File: config.mk
export PLATFORM = sky130hd
export DESIGN_NAME = symb_rate_divider_top
export DESIGN_NICKNAME = d
export VERILOG_FILES = /design/src/source/mmi_map_pkg.sv /design/src/source/symb_rate_pkg.sv /design/src/source/hold_ctrl_if.sv /design/src/source/mmi_if.sv /design/src/source/hold_sequencer.sv /design/src/source/repeat_counter.sv /design/src/source/sample_hold_buffer.sv /design/src/source/symb_rate_divider_top.sv /design/src/source/symb_rate_regs.sv
export SDC_FILE = /design/constraint.sdc
export NUM_CORES = 1
export LEC_CHECK = 0
export ABC_AREA = 1
export BUFFER_PORTS_ARGS = -buffer_cell sky130_fd_sc_hd__buf_4
export CORE_MARGIN = 4
export CORE_UTILIZATION = 48
export CTS_CLUSTER_DIAMETER = 150
export DETAILED_ROUTE_END_ITERATION = 10
export PLACE_DENSITY = 0.77
export SLEW_MARGIN = 30
export SYNTH_ARGS = -nofsm -noshare
export SYNTH_HDL_FRONTEND = slang
export SYNTH_SLANG_ARGS = --single-unit
File: constraint.sdc
create_clock -name clk_mmi -period 2.34 [get_ports clk_mmi]
set_clock_uncertainty 0.05 [all_clocks]
set_input_delay 0.468 -clock clk_mmi [delete_from_list [all_inputs] [get_ports clk_mmi]]
set_output_delay 0.468 -clock clk_mmi [all_outputs]
set_load 0.02 [all_outputs]
File: src/source/mmi_map_pkg.sv
// Register map of the symbol-rate register block
// Word addressed, 16 words decoded, only the first TOTAL_MMI_REGS are defined

package mmi_map_pkg;

    //////////////////////////////////////////////////////////////////////////////
    // Bus widths
    //////////////////////////////////////////////////////////////////////////////

    // Word address
    typedef logic [3:0] mmi_addr_t;

    // Register data word
    typedef logic [31:0] mmi_data_t;

    //////////////////////////////////////////////////////////////////////////////
    // Register addresses
    //////////////////////////////////////////////////////////////////////////////

    localparam mmi_addr_t ADDR_MODULE_VERSION = 4'd0;
    localparam mmi_addr_t ADDR_SYMB_RATE_SEL  = 4'd1;
    localparam mmi_addr_t ADDR_SYMB_RATE      = 4'd2;

    // First undefined address, reads from here up return zero
    localparam int TOTAL_MMI_REGS = 3;

    // Read-only version word
    localparam mmi_data_t MODULE_VERSION = 32'd1;

endpackage

File: src/source/symb_rate_pkg.sv
// Rate definitions of the transmit symbol-rate divider
// Rates are powers of two below the full sample rate, so repeats are 1, 2 or 4

package symb_rate_pkg;

    //////////////////////////////////////////////////////////////////////////////
    // Rate selection
    //////////////////////////////////////////////////////////////////////////////

    localparam int NUM_TX_SYMB_RATES = 3;

    // Rate index, as written to the index register
    typedef logic [1:0] symb_rate_sel_t;

    localparam symb_rate_sel_t TX_SYMB_RATE_QUARTER = 2'd0;
    localparam symb_rate_sel_t TX_SYMB_RATE_HALF    = 2'd1;
    localparam symb_rate_sel_t TX_SYMB_RATE_FULL    = 2'd2;

    //////////////////////////////////////////////////////////////////////////////
    // Repeat factors
    //////////////////////////////////////////////////////////////////////////////

    // Remaining repeats of a held sample, counts down to zero
    typedef logic [1:0] repeat_cnt_t;

    // Output transfers per input sample, indexed by rate
    localparam int REPEAT_FACTOR [0:NUM_TX_SYMB_RATES-1] = '{4, 2, 1};

    //////////////////////////////////////////////////////////////////////////////
    // Rate table
    //////////////////////////////////////////////////////////////////////////////

    // Symbol rates in Msps, indexed by rate
    typedef int symb_rate_table_t [0:NUM_TX_SYMB_RATES-1];

    localparam symb_rate_table_t DEFAULT_SYMB_RATE_MSPS = '{125, 250, 500};

endpackage

File: src/source/hold_ctrl_if.sv
// Control path between the hold sequencer, the repeat counter and the hold buffer

`timescale 1ns/1ps

interface hold_ctrl_if #(
    parameter int SAMPLE_WIDTH = 32
) ();

    import symb_rate_pkg::*;

    // Capture a new sample
    logic load;
    // One repeat consumed
    logic step;
    // One repeat remains
    logic last;

    // Rate latched with the held sample
    symb_rate_sel_t held_sel;

    // Held sample, presented on the output stream
    logic [SAMPLE_WIDTH-1:0] sample;

    modport seq (
        output load, step,
        input  last, held_sel
    );

    modport cnt (
        input  load, step,
        output last
    );

    modport buffer (
        input  load,
        output sample, held_sel
    );

endinterface

File: src/source/mmi_if.sv
// Simple memory-mapped bus, writes take one cycle, reads answer one cycle later
// Master must not issue a new read while a response is still waiting for rready

`timescale 1ns/1ps

interface mmi_if ();

    import mmi_map_pkg::*;

    // Write channel
    logic      wvalid;
    logic      wready;
    mmi_addr_t waddr;
    mmi_data_t wdata;

    // Read request
    logic      arvalid;
    logic      arready;
    mmi_addr_t raddr;

    // Read response
    logic      rvalid;
    logic      rready;
    mmi_data_t rdata;

    modport master (
        output wvalid, waddr, wdata, arvalid, raddr, rready,
        input  wready, arready, rvalid, rdata
    );

    modport slave (
        input  wvalid, waddr, wdata, arvalid, raddr, rready,
        output wready, arready, rvalid, rdata
    );

endinterface

File: src/source/hold_sequencer.sv
// Stream handshake control, accepts a sample and presents it for its repeat count
// Rate changes only apply to samples accepted after them

`timescale 1ns/1ps

module hold_sequencer (
    input  logic                           clk_mmi,
    input  logic                           sresetn_mmi,
    input  logic                           in_valid,
    output logic                           in_ready,
    output logic                           out_valid,
    input  logic                           out_ready,
    input  symb_rate_pkg::symb_rate_sel_t  rate_sel,
    output symb_rate_pkg::repeat_cnt_t     load_count,
    hold_ctrl_if.seq                       ctrl
);

    import symb_rate_pkg::*;

    typedef enum logic {
        EMPTY,
        HOLDING
    } hold_state_t;

    hold_state_t state;

    logic in_xfer;
    logic out_xfer;
    logic last_rep;

    ////////////////////////////////////////////////////////////////////////////
    // Handshakes
    ////////////////////////////////////////////////////////////////////////////

    // Full rate samples need no countdown
    assign last_rep = ctrl.last || (ctrl.held_sel == TX_SYMB_RATE_FULL);

    // Output valid the cycle after acceptance
    assign out_valid = (state == HOLDING);

    // Accept when empty or when the last repeat leaves this cycle
    assign in_ready = (state == EMPTY) || (out_ready && last_rep);

    assign in_xfer  = in_valid && in_ready;
    assign out_xfer = out_valid && out_ready;

    assign ctrl.load = in_xfer;
    assign ctrl.step = out_xfer;

    // Repeats after the first, from the incoming rate
    always_comb begin
        load_count = '0;
        for (int i = 0; i < NUM_TX_SYMB_RATES; i++) begin
            if (rate_sel == symb_rate_sel_t'(i)) begin
                load_count = repeat_cnt_t'(REPEAT_FACTOR[i] - 1);
            end
        end
    end

    ////////////////////////////////////////////////////////////////////////////
    // FSM
    ////////////////////////////////////////////////////////////////////////////

    always_ff @(posedge clk_mmi) begin
        if (!sresetn_mmi) begin
            state <= EMPTY;
        end else begin
            case (state)
                EMPTY: begin
                    if (in_xfer) begin
                        state <= HOLDING;
                    end
                end
                HOLDING: begin
                    // Stay when a new sample replaces the last repeat
                    if (out_xfer && last_rep && !in_xfer) begin
                        state <= EMPTY;
                    end
                end
                default: begin
                    state <= EMPTY;
                end
            endcase
        end
    end

endmodule

File: src/source/repeat_counter.sv
// Repeats left for the held sample, zero means the current one is the last

`timescale 1ns/1ps

module repeat_counter (
    input  logic                        clk_mmi,
    input  logic                        sresetn_mmi,
    hold_ctrl_if.cnt                    ctrl,
    input  symb_rate_pkg::repeat_cnt_t  load_count
);

    import symb_rate_pkg::*;

    repeat_cnt_t count;

    // Load wins over step, a new sample can arrive on its predecessor's last repeat
    always_ff @(posedge clk_mmi) begin
        if (!sresetn_mmi) begin
            count <= '0;
        end else if (ctrl.load) begin
            count <= load_count;
        end else if (ctrl.step && count != '0) begin
            count <= count - repeat_cnt_t'(1);
        end
    end

    // Last repeat being presented
    assign ctrl.last = (count == '0);

endmodule

File: src/source/sample_hold_buffer.sv
// Holds the sample under repetition and the rate it was accepted with

`timescale 1ns/1ps

module sample_hold_buffer #(
    parameter int SAMPLE_WIDTH = 32
) (
    input  logic                           clk_mmi,
    input  logic                           sresetn_mmi,
    input  logic [SAMPLE_WIDTH-1:0]        in_data,
    input  symb_rate_pkg::symb_rate_sel_t  rate_sel,
    hold_ctrl_if.buffer                    ctrl
);

    import symb_rate_pkg::*;

    logic [SAMPLE_WIDTH-1:0] sample_q;
    symb_rate_sel_t          sel_q;

    // Sample payload
    always_ff @(posedge clk_mmi) begin
        if (ctrl.load) begin
            sample_q <= in_data;
        end
    end

    // Latched rate, steady until the next sample
    always_ff @(posedge clk_mmi) begin
        if (!sresetn_mmi) begin
            sel_q <= TX_SYMB_RATE_FULL;
        end else if (ctrl.load) begin
            sel_q <= rate_sel;
        end
    end

    assign ctrl.sample   = sample_q;
    assign ctrl.held_sel = sel_q;

endmodule

File: src/source/symb_rate_divider_top.sv
// Transmit symbol-rate divider, repeats each sample 1, 2 or 4 times
// Single clock domain, the register bus and the stream share clk_mmi

`timescale 1ns/1ps

module symb_rate_divider_top #(
    parameter int SAMPLE_WIDTH = 32,
    parameter symb_rate_pkg::symb_rate_table_t SYMB_RATE_MSPS =
        symb_rate_pkg::DEFAULT_SYMB_RATE_MSPS,
    parameter symb_rate_pkg::symb_rate_sel_t DEFAULT_SYMB_RATE_SEL =
        symb_rate_pkg::TX_SYMB_RATE_FULL
) (
    input  logic                        clk_mmi,
    input  logic                        sresetn_mmi,

    // Sample stream in
    input  logic                        in_valid,
    output logic                        in_ready,
    input  logic [SAMPLE_WIDTH-1:0]     in_data,

    // Sample stream out
    output logic                        out_valid,
    input  logic                        out_ready,
    output logic [SAMPLE_WIDTH-1:0]     out_data,

    // Register bus
    input  logic                        mmi_wvalid,
    output logic                        mmi_wready,
    input  mmi_map_pkg::mmi_addr_t      mmi_waddr,
    input  mmi_map_pkg::mmi_data_t      mmi_wdata,
    input  logic                        mmi_arvalid,
    output logic                        mmi_arready,
    input  mmi_map_pkg::mmi_addr_t      mmi_raddr,
    output logic                        mmi_rvalid,
    input  logic                        mmi_rready,
    output mmi_map_pkg::mmi_data_t      mmi_rdata
);

    import symb_rate_pkg::*;

    symb_rate_sel_t rate_sel;
    repeat_cnt_t    load_count;

    mmi_if mmi_bus ();

    hold_ctrl_if #(
        .SAMPLE_WIDTH (SAMPLE_WIDTH)
    ) hold_ctrl ();

    //////////////////////////////////////////////////////////////////////////////
    // Port to bus mapping
    //////////////////////////////////////////////////////////////////////////////

    assign mmi_bus.wvalid  = mmi_wvalid;
    assign mmi_bus.waddr   = mmi_waddr;
    assign mmi_bus.wdata   = mmi_wdata;
    assign mmi_bus.arvalid = mmi_arvalid;
    assign mmi_bus.raddr   = mmi_raddr;
    assign mmi_bus.rready  = mmi_rready;

    assign mmi_wready  = mmi_bus.wready;
    assign mmi_arready = mmi_bus.arready;
    assign mmi_rvalid  = mmi_bus.rvalid;
    assign mmi_rdata   = mmi_bus.rdata;

    // Held sample drives the output stream
    assign out_data = hold_ctrl.sample;

    //////////////////////////////////////////////////////////////////////////////
    // Submodules
    //////////////////////////////////////////////////////////////////////////////

    symb_rate_regs #(
        .SYMB_RATE_MSPS        (SYMB_RATE_MSPS),
        .DEFAULT_SYMB_RATE_SEL (DEFAULT_SYMB_RATE_SEL)
    ) regs_inst (
        .clk_mmi     (clk_mmi),
        .sresetn_mmi (sresetn_mmi),
        .mmi         (mmi_bus),
        .rate_sel    (rate_sel)
    );

    hold_sequencer seq_inst (
        .clk_mmi     (clk_mmi),
        .sresetn_mmi (sresetn_mmi),
        .in_valid    (in_valid),
        .in_ready    (in_ready),
        .out_valid   (out_valid),
        .out_ready   (out_ready),
        .rate_sel    (rate_sel),
        .load_count  (load_count),
        .ctrl        (hold_ctrl)
    );

    repeat_counter cnt_inst (
        .clk_mmi     (clk_mmi),
        .sresetn_mmi (sresetn_mmi),
        .ctrl        (hold_ctrl),
        .load_count  (load_count)
    );

    sample_hold_buffer #(
        .SAMPLE_WIDTH (SAMPLE_WIDTH)
    ) buf_inst (
        .clk_mmi     (clk_mmi),
        .sresetn_mmi (sresetn_mmi),
        .in_data     (in_data),
        .rate_sel    (rate_sel),
        .ctrl        (hold_ctrl)
    );

endmodule

File: src/source/symb_rate_regs.sv
// Rate registers, index and Msps are coupled and always describe the same rate
// Unlisted rates and out-of-range indexes fall back to the default pair

`timescale 1ns/1ps

module symb_rate_regs #(
    parameter symb_rate_pkg::symb_rate_table_t SYMB_RATE_MSPS =
        symb_rate_pkg::DEFAULT_SYMB_RATE_MSPS,
    parameter symb_rate_pkg::symb_rate_sel_t DEFAULT_SYMB_RATE_SEL =
        symb_rate_pkg::TX_SYMB_RATE_FULL
) (
    input  logic                           clk_mmi,
    input  logic                           sresetn_mmi,
    mmi_if.slave                           mmi,
    output symb_rate_pkg::symb_rate_sel_t  rate_sel
);

    import mmi_map_pkg::*;
    import symb_rate_pkg::*;

    ////////////////////////////////////////////////////////////////////////////
    // Signals
    ////////////////////////////////////////////////////////////////////////////

    // Writable registers
    symb_rate_sel_t sel_reg;
    mmi_data_t      rate_reg;

    // Rate lookup for a written Msps value
    logic           wr_rate_hit;
    symb_rate_sel_t wr_rate_sel;

    // Table rate for a written index
    logic           wr_idx_ok;
    mmi_data_t      wr_idx_rate;

    // Pair restored on any bad write
    localparam mmi_data_t DEFAULT_RATE = mmi_data_t'(SYMB_RATE_MSPS[DEFAULT_SYMB_RATE_SEL]);

    // Bus always ready out of reset
    assign mmi.wready  = sresetn_mmi;
    assign mmi.arready = sresetn_mmi;

    assign rate_sel = sel_reg;

    ////////////////////////////////////////////////////////////////////////////
    // Write decode
    ////////////////////////////////////////////////////////////////////////////

    always_comb begin
        wr_rate_hit = 1'b0;
        wr_rate_sel = DEFAULT_SYMB_RATE_SEL;
        wr_idx_ok   = 1'b0;
        wr_idx_rate = DEFAULT_RATE;
        for (int i = 0; i < NUM_TX_SYMB_RATES; i++) begin
            // Msps value found in table
            if (mmi.wdata == mmi_data_t'(SYMB_RATE_MSPS[i])) begin
                wr_rate_hit = 1'b1;
                wr_rate_sel = symb_rate_sel_t'(i);
            end
            // Index in range, upper bits must be clear too
            if (mmi.wdata == mmi_data_t'(i)) begin
                wr_idx_ok   = 1'b1;
                wr_idx_rate = mmi_data_t'(SYMB_RATE_MSPS[i]);
            end
        end
    end

    // Each write updates both registers on the same edge
    always_ff @(posedge clk_mmi) begin
        if (!sresetn_mmi) begin
            sel_reg  <= DEFAULT_SYMB_RATE_SEL;
            rate_reg <= DEFAULT_RATE;
        end else if (mmi.wvalid) begin
            if (mmi.waddr == ADDR_SYMB_RATE_SEL) begin
                if (wr_idx_ok) begin
                    sel_reg  <= mmi.wdata[1:0];
                    rate_reg <= wr_idx_rate;
                end else begin
                    sel_reg  <= DEFAULT_SYMB_RATE_SEL;
                    rate_reg <= DEFAULT_RATE;
                end
            end else if (mmi.waddr == ADDR_SYMB_RATE) begin
                if (wr_rate_hit) begin
                    sel_reg  <= wr_rate_sel;
                    rate_reg <= mmi.wdata;
                end else begin
                    sel_reg  <= DEFAULT_SYMB_RATE_SEL;
                    rate_reg <= DEFAULT_RATE;
                end
            end
        end
    end

    ////////////////////////////////////////////////////////////////////////////
    // Read response
    ////////////////////////////////////////////////////////////////////////////

    // Response valid flag, a new request wins over the rready clear
    always_ff @(posedge clk_mmi) begin
        if (!sresetn_mmi) begin
            mmi.rvalid <= 1'b0;
        end else if (mmi.arvalid) begin
            mmi.rvalid <= 1'b1;
        end else if (mmi.rready) begin
            mmi.rvalid <= 1'b0;
        end
    end

    // Read data, held until the next request
    always_ff @(posedge clk_mmi) begin
        if (mmi.arvalid) begin
            if (int'(mmi.raddr) >= TOTAL_MMI_REGS) begin
                mmi.rdata <= '0;
            end else if (mmi.raddr == ADDR_MODULE_VERSION) begin
                mmi.rdata <= MODULE_VERSION;
            end else if (mmi.raddr == ADDR_SYMB_RATE_SEL) begin
                mmi.rdata <= mmi_data_t'(sel_reg);
            end else begin
                mmi.rdata <= rate_reg;
            end
        end
    end

endmodule

Word-level counts from Yosys, hierarchy flattened
Cells that the tools add are included.

cells by class
  $add $sub $neg = 1
  order comparisons = 1
  eq/ne operators = 11
  multiplexer cells = 32
  bitwise gates (word level) = 1
  reduce and logical (&&, ||, !) cells = 20

operators with widths
  operator                                             number
  two-way mux 32 bit                                   3
  two-way mux 9 bit                                    4
  == test 32 x 1 -> 1 bit, second input constant       1
  == test 32 x 2 -> 1 bit, second input constant       1
  == test 32 x 7 -> 1 bit, second input constant       1
  == test 32 x 8 -> 1 bit, second input constant       1
  == test 32 x 9 -> 1 bit, second input constant       1
  zero test 32 bit                                     1
  two-way mux 2 bit                                    13
  two-way mux 1 bit                                    11
  == test 4 x 1 -> 1 bit, second input constant        2
  nonzero test 2 bit                                   4
  logical AND 1 bit                                    6
  == test 2 bit, second input constant                 2
  == test 4 x 2 -> 1 bit, second input constant        1
  >= comparator 4 x 2 -> 1 bit, second input constant  1
  zero test 2 bit                                      2
  zero test 4 bit                                      1
  OR reduction 3 bit                                   1
  == test 2 x 1 -> 1 bit, second input constant        1
  logical OR 1 bit                                     2
  case mux 1 bit (2 select lines)                      1
  AND reduction 2 bit                                  1
  OR reduction 2 bit                                   1
  other kinds (3)                                      3

word-level totals
  register bits after elaboration = 104
  word-level logic and storage cells = 76

Longest topological paths before layout
  depth in word-level cells = 9
  depth in mapped cells = 11
  depth with buffers taken out = 11

Modules after synthesis
Synthesis repeated with hierarchy kept, for this count alone.

unflattened totals
  cell total of the unflattened synthesis = 382
  area, all modules = 3951.3 um^2

modules (own cells, without submodules)
  module              instances  cells each  area an instance (um^2)  sequential area each (um^2)
  symb_rate_regs      1          300         2695.1                   1661.6
  sample_hold_buffer  1          43          1036.0                   1001.0
  repeat_counter      1          24          136.4                    40.0
  hold_sequencer      1          15          83.8                     20.0

Worst setup path before layout
OpenSTA, ideal clock, no wires.

  path type = register -> register
  start = register cnt_inst.count[0]
  end = register buf_inst.sample_q[0], in the netlist buf_inst.ctrl.sample[0], enable pin
  library setup time = 387 ps
  arrival time = 1647 ps
  data required time = 1903 ps
  path slack = 256 ps
  stages on the path, launching flop included = 7
  path buffers = 0
  path through = dfxtp_1 > inv_1 > ha_1 > a21oi_1 > o21ai_2 > nand2_2 > inv_1

between the ends
  word-level cells in the longest chain between the ends = 5

ends and longest elaborated chain
  what                          RTL line                     text
  start, declared               repeat_counter.sv:14         repeat_cnt_t count;
  start signal, assigned        repeat_counter.sv:21         count <= load_count;
  start signal, assigned        repeat_counter.sv:23         count <= count - repeat_cnt_t'(1);
  zero test 2 bit               repeat_counter.sv:28         assign ctrl.last = (count == '0);
  logical OR 1 bit              hold_sequencer.sv:36         assign last_rep = ctrl.last || (ctrl.held_sel == TX_SYMB_RATE_FULL);
  logical AND 1 bit             hold_sequencer.sv:42         assign in_ready = (state == EMPTY) || (out_ready && last_rep);
  logical OR 1 bit              hold_sequencer.sv:42
  named net in_ready            symb_rate_divider_top.sv:18  output logic in_ready,
  logical AND 1 bit             hold_sequencer.sv:44         assign in_xfer = in_valid && in_ready;
  named net buf_inst.ctrl.load  hold_ctrl_if.sv:35           input load,
  end signal, assigned          sample_hold_buffer.sv:23     sample_q <= in_data;
  end, declared                 sample_hold_buffer.sv:17     logic [SAMPLE_WIDTH-1:0] sample_q;

The timed path passes the listed nets, and every way through them passes these cells.
A chain may end at the register's enable or synchronous reset.

Final worst setup path
  start = register cnt_inst.count[0]
  end = output port in_ready

between the ends
  word-level cells in the longest chain between the ends = 4

ends and longest elaborated chain
  what               RTL line
  zero test 2 bit    repeat_counter.sv:28
  logical OR 1 bit   hold_sequencer.sv:36
  logical AND 1 bit  hold_sequencer.sv:42
  logical OR 1 bit   hold_sequencer.sv:42
  end, declared      symb_rate_divider_top.sv:18

No other way between the ends.

==> results.yml <==
outcome:
  status: "finished, final reports clean"
layout:
  syn_to_final_growth_pct: 35.6
  drive_gt1_share_pct: 35.9
  utilization_pct: 67.5
  num_antenna_cells: 0
  fin_nets: 593
  stdcell_area_sq_mm: 0.00527
worst_setup_path:
  cp_max_fo: 3
  crit_type: "flip-flop to output port"
  worstSetupEndpointType: "output port"
  required_ns: 1.82
  cp.arrival_ns: 1.34
  max_stage_delay_ns: 0.32
  worst_path_max_delay_cell: "dfxtp_1"
  path_cells: "inv_1 -> ha_1 -> a21oi_1 -> o21ai_2 -> buf_4"
  start_kind: "flip-flop"
power:
  p_leak_nw: 2.36
  power.total_mw: 3.52
  power_density_mw_per_mm2: 668
  vdd_drop_max_v: 0.000372
sta:
  finalCritPeriodShare_pct: 79.3
  worstMarginPinSlew_ns: 0.442
  rsz0062_at_grt: "false"
  timing.setup.tns_ns: 0
  fin_crit_ns: 1.86
  relSlewSlack_pct: 70.5
  max_freq_ghz: 0.539
  hold_slack_ns: 0.238
  setup_viol_count_final: 0
  slew_viol_final: 0
  hold_viol: 0
drt:
  drt_iter0_markers: 93
  viasPerCell: 4.50
  ant_nets: 0
  totalWireLength_um: 7770
  dr.pass1.iters: 4
  wire_per_inst_um: 12.5
  vias: 2788
  route.detailed.drc: 0
global_route:
  grt_usage_pct: 16.7
  grt_max_degree: 34
  grt_util_met3_pct: 3.79
  grtUsageMet1_pct: 20.0
  grt_use_met2_pct: 29.2
  first_global_vias: 2727
  antenna_found_initial: 0
  grt-ovfl-total: 0
  top_usage_layer: "met2"
  grt_pass1_wl_um: 12900
placement:
  hpwl_um: 5950
  io_buffers: 147
  gp_congestion: 0.809
  placed_area_sq_mm: 0.00507
clock_network:
  cts_hold_buf: 0
  cts_tree: "yes"
  root_buffer: "clkbuf_8"
  clk_latency_ns: 0.35
  cts_setup_buffers: 0
  clk_path_buf_depth: 2
  cts_resized: 0
  cts_buffers: 9
  cts_num_sinks: 104
  htree_levels: 3
  clk_pin_slew_ns: 0.09
die:
  die_area_sq_mm: 0.00961
  coreArea_sq_mm: 0.00781
  die_y_um: 98.0
  num_rows: 32
  start_util_pct: 49.8
  ios: 148
  die_w_um: 98.0
logic_synthesis:
  netlist_area_sq_mm: 0.00389
  avgSynthCellArea_sq_um: 10.7
  yosys_warnings: 0
  synth_cell_types: 31
  syn-num-nets: 444
  yosysTopAreaCellShare_pct: 49.4
  synth_cells: 364
  ys_seq_area_share_pct: 70.0
  synth_seq_cells: 104
  synth_top_area_cell: "edfxtp_1"
  synth.area.top_cells: "edfxtp_1 (49%), dfxtp_1 (21%), inv_1 (6.8%)"
job:
  drv_cap: 0
worst_hold_path:
  min_path_type: "primary input to flip-flop"
per-layer routing:
layer / share of wire [%] / vias up
met3: 7.4 / 12
met4: 2.1 / 0
met5: 0 / -
met2: 51 / 115
li1: - / 1446
met1: 40 / 1215
area by class of cell:
| type | instances | area [sq um] |
|---|---|---|
| multi-input combinational | 171 | 813 |
| fill | 567 | 2530 |
| tap | 102 | 128 |
| clock buffer | 12 | 145 |
| sequential | 104 | 2720 |
| inverter | 78 | 293 |
| clock inverter | 4 | 53.8 |
| timing repair buffer | 149 | 1120 |
critical path, delay by kind of cell (launching register included):
| kind | cells | cell delay, ns |
|---|---|---|
| flip-flops | 1 | 0.32 |
| AO/OA/AOI/OAI | 2 | 0.24 |
| buffers and inverters | 2 | 0.22 |
| adder cells (fa/ha/maj) | 1 | 0.21 |
logic make-up after synthesis:
family          share of synthesized area (%)
xor+xnor                                0.225
simple gates                             17.0
compound gates                           3.41
buf+inv                                  9.07
fa+ha+maj                               0.322
flops                                    70.0
through the flow:
step,worst slack [ns],cells
after floorplan,0.256,364
after global placement,0.573,604
after detailed placement,0.529,604
after CTS,0.462,620
after global routing,0.415,620
final,0.484,620
path summary, 6_finish.rpt:
kind                           from                  endpoint  slack (ns)  cells past startpoint
max               cnt_inst.count[0]                  in_ready        0.48                      5
min                      in_data[0]   buf_inst.ctrl.sample[0]        0.24                      1
max reg2reg       cnt_inst.count[0]  buf_inst.ctrl.sample[10]        0.61                      7
min reg2reg  regs_inst.rate_reg[19]    regs_inst.rate_reg[19]        0.40                      2
cell usage after synthesis:
master	instances
a211oi_1	2
a21o_1	1
a21oi_1	5
a21oi_2	1
and2_1	1
buf_2	3
buf_4	2
buf_6	1
clkbuf_1	5
clkinv_1	1
dfxtp_1	40
edfxtp_1	64
ha_1	1
inv_1	70
inv_2	7
nand2_1	44
nand2_2	5
nand2_4	1
nand3_1	11
nand3b_1	1
nand4_1	4
nor2_1	55
nor2_2	3
nor2_4	1
nor3_1	23
nor4_1	1
o211ai_2	2
o21ai_0	4
o21ai_1	1
o21ai_2	3
xor2_1	1
placed cells by master, fill, tap and decap left out:
cell type / count
xor2_1: 1
nor2_4: 1
inv_1: 70
nand2_4: 1
nand3_1: 11
buf_4: 149
dfxtp_1: 40
clkinv_1: 1
edfxtp_1: 64
bufinv_16: 1
nand2_1: 44
nor2_1: 55
o21ai_0: 4
a21oi_2: 1
nor4_1: 1
a21oi_1: 5
o21ai_2: 3
nand4_1: 4
ha_1: 1
nor2_2: 3
nand2_2: 5
o21ai_1: 1
clkinvlp_4: 2
a211oi_1: 2
inv_2: 7
clkbuf_1: 2
inv_6: 1
a21o_1: 1
nor3_1: 23
o211ai_2: 2
nand3b_1: 1
clkbuf_8: 10
and2_1: 1
report_power, final:
part / switching [mW] / internal (mW) / leakage (nW) / total, mW
registers: 0.0219 / 2.02 / 0.961 / 2.04
logic: 0.214 / 0.186 / 1.31 / 0.400
clock network: 0.557 / 0.529 / 0.0932 / 1.09
total: 0.793 / 2.73 / 2.36 / 3.52
Power figures use the tool's default switching activity.
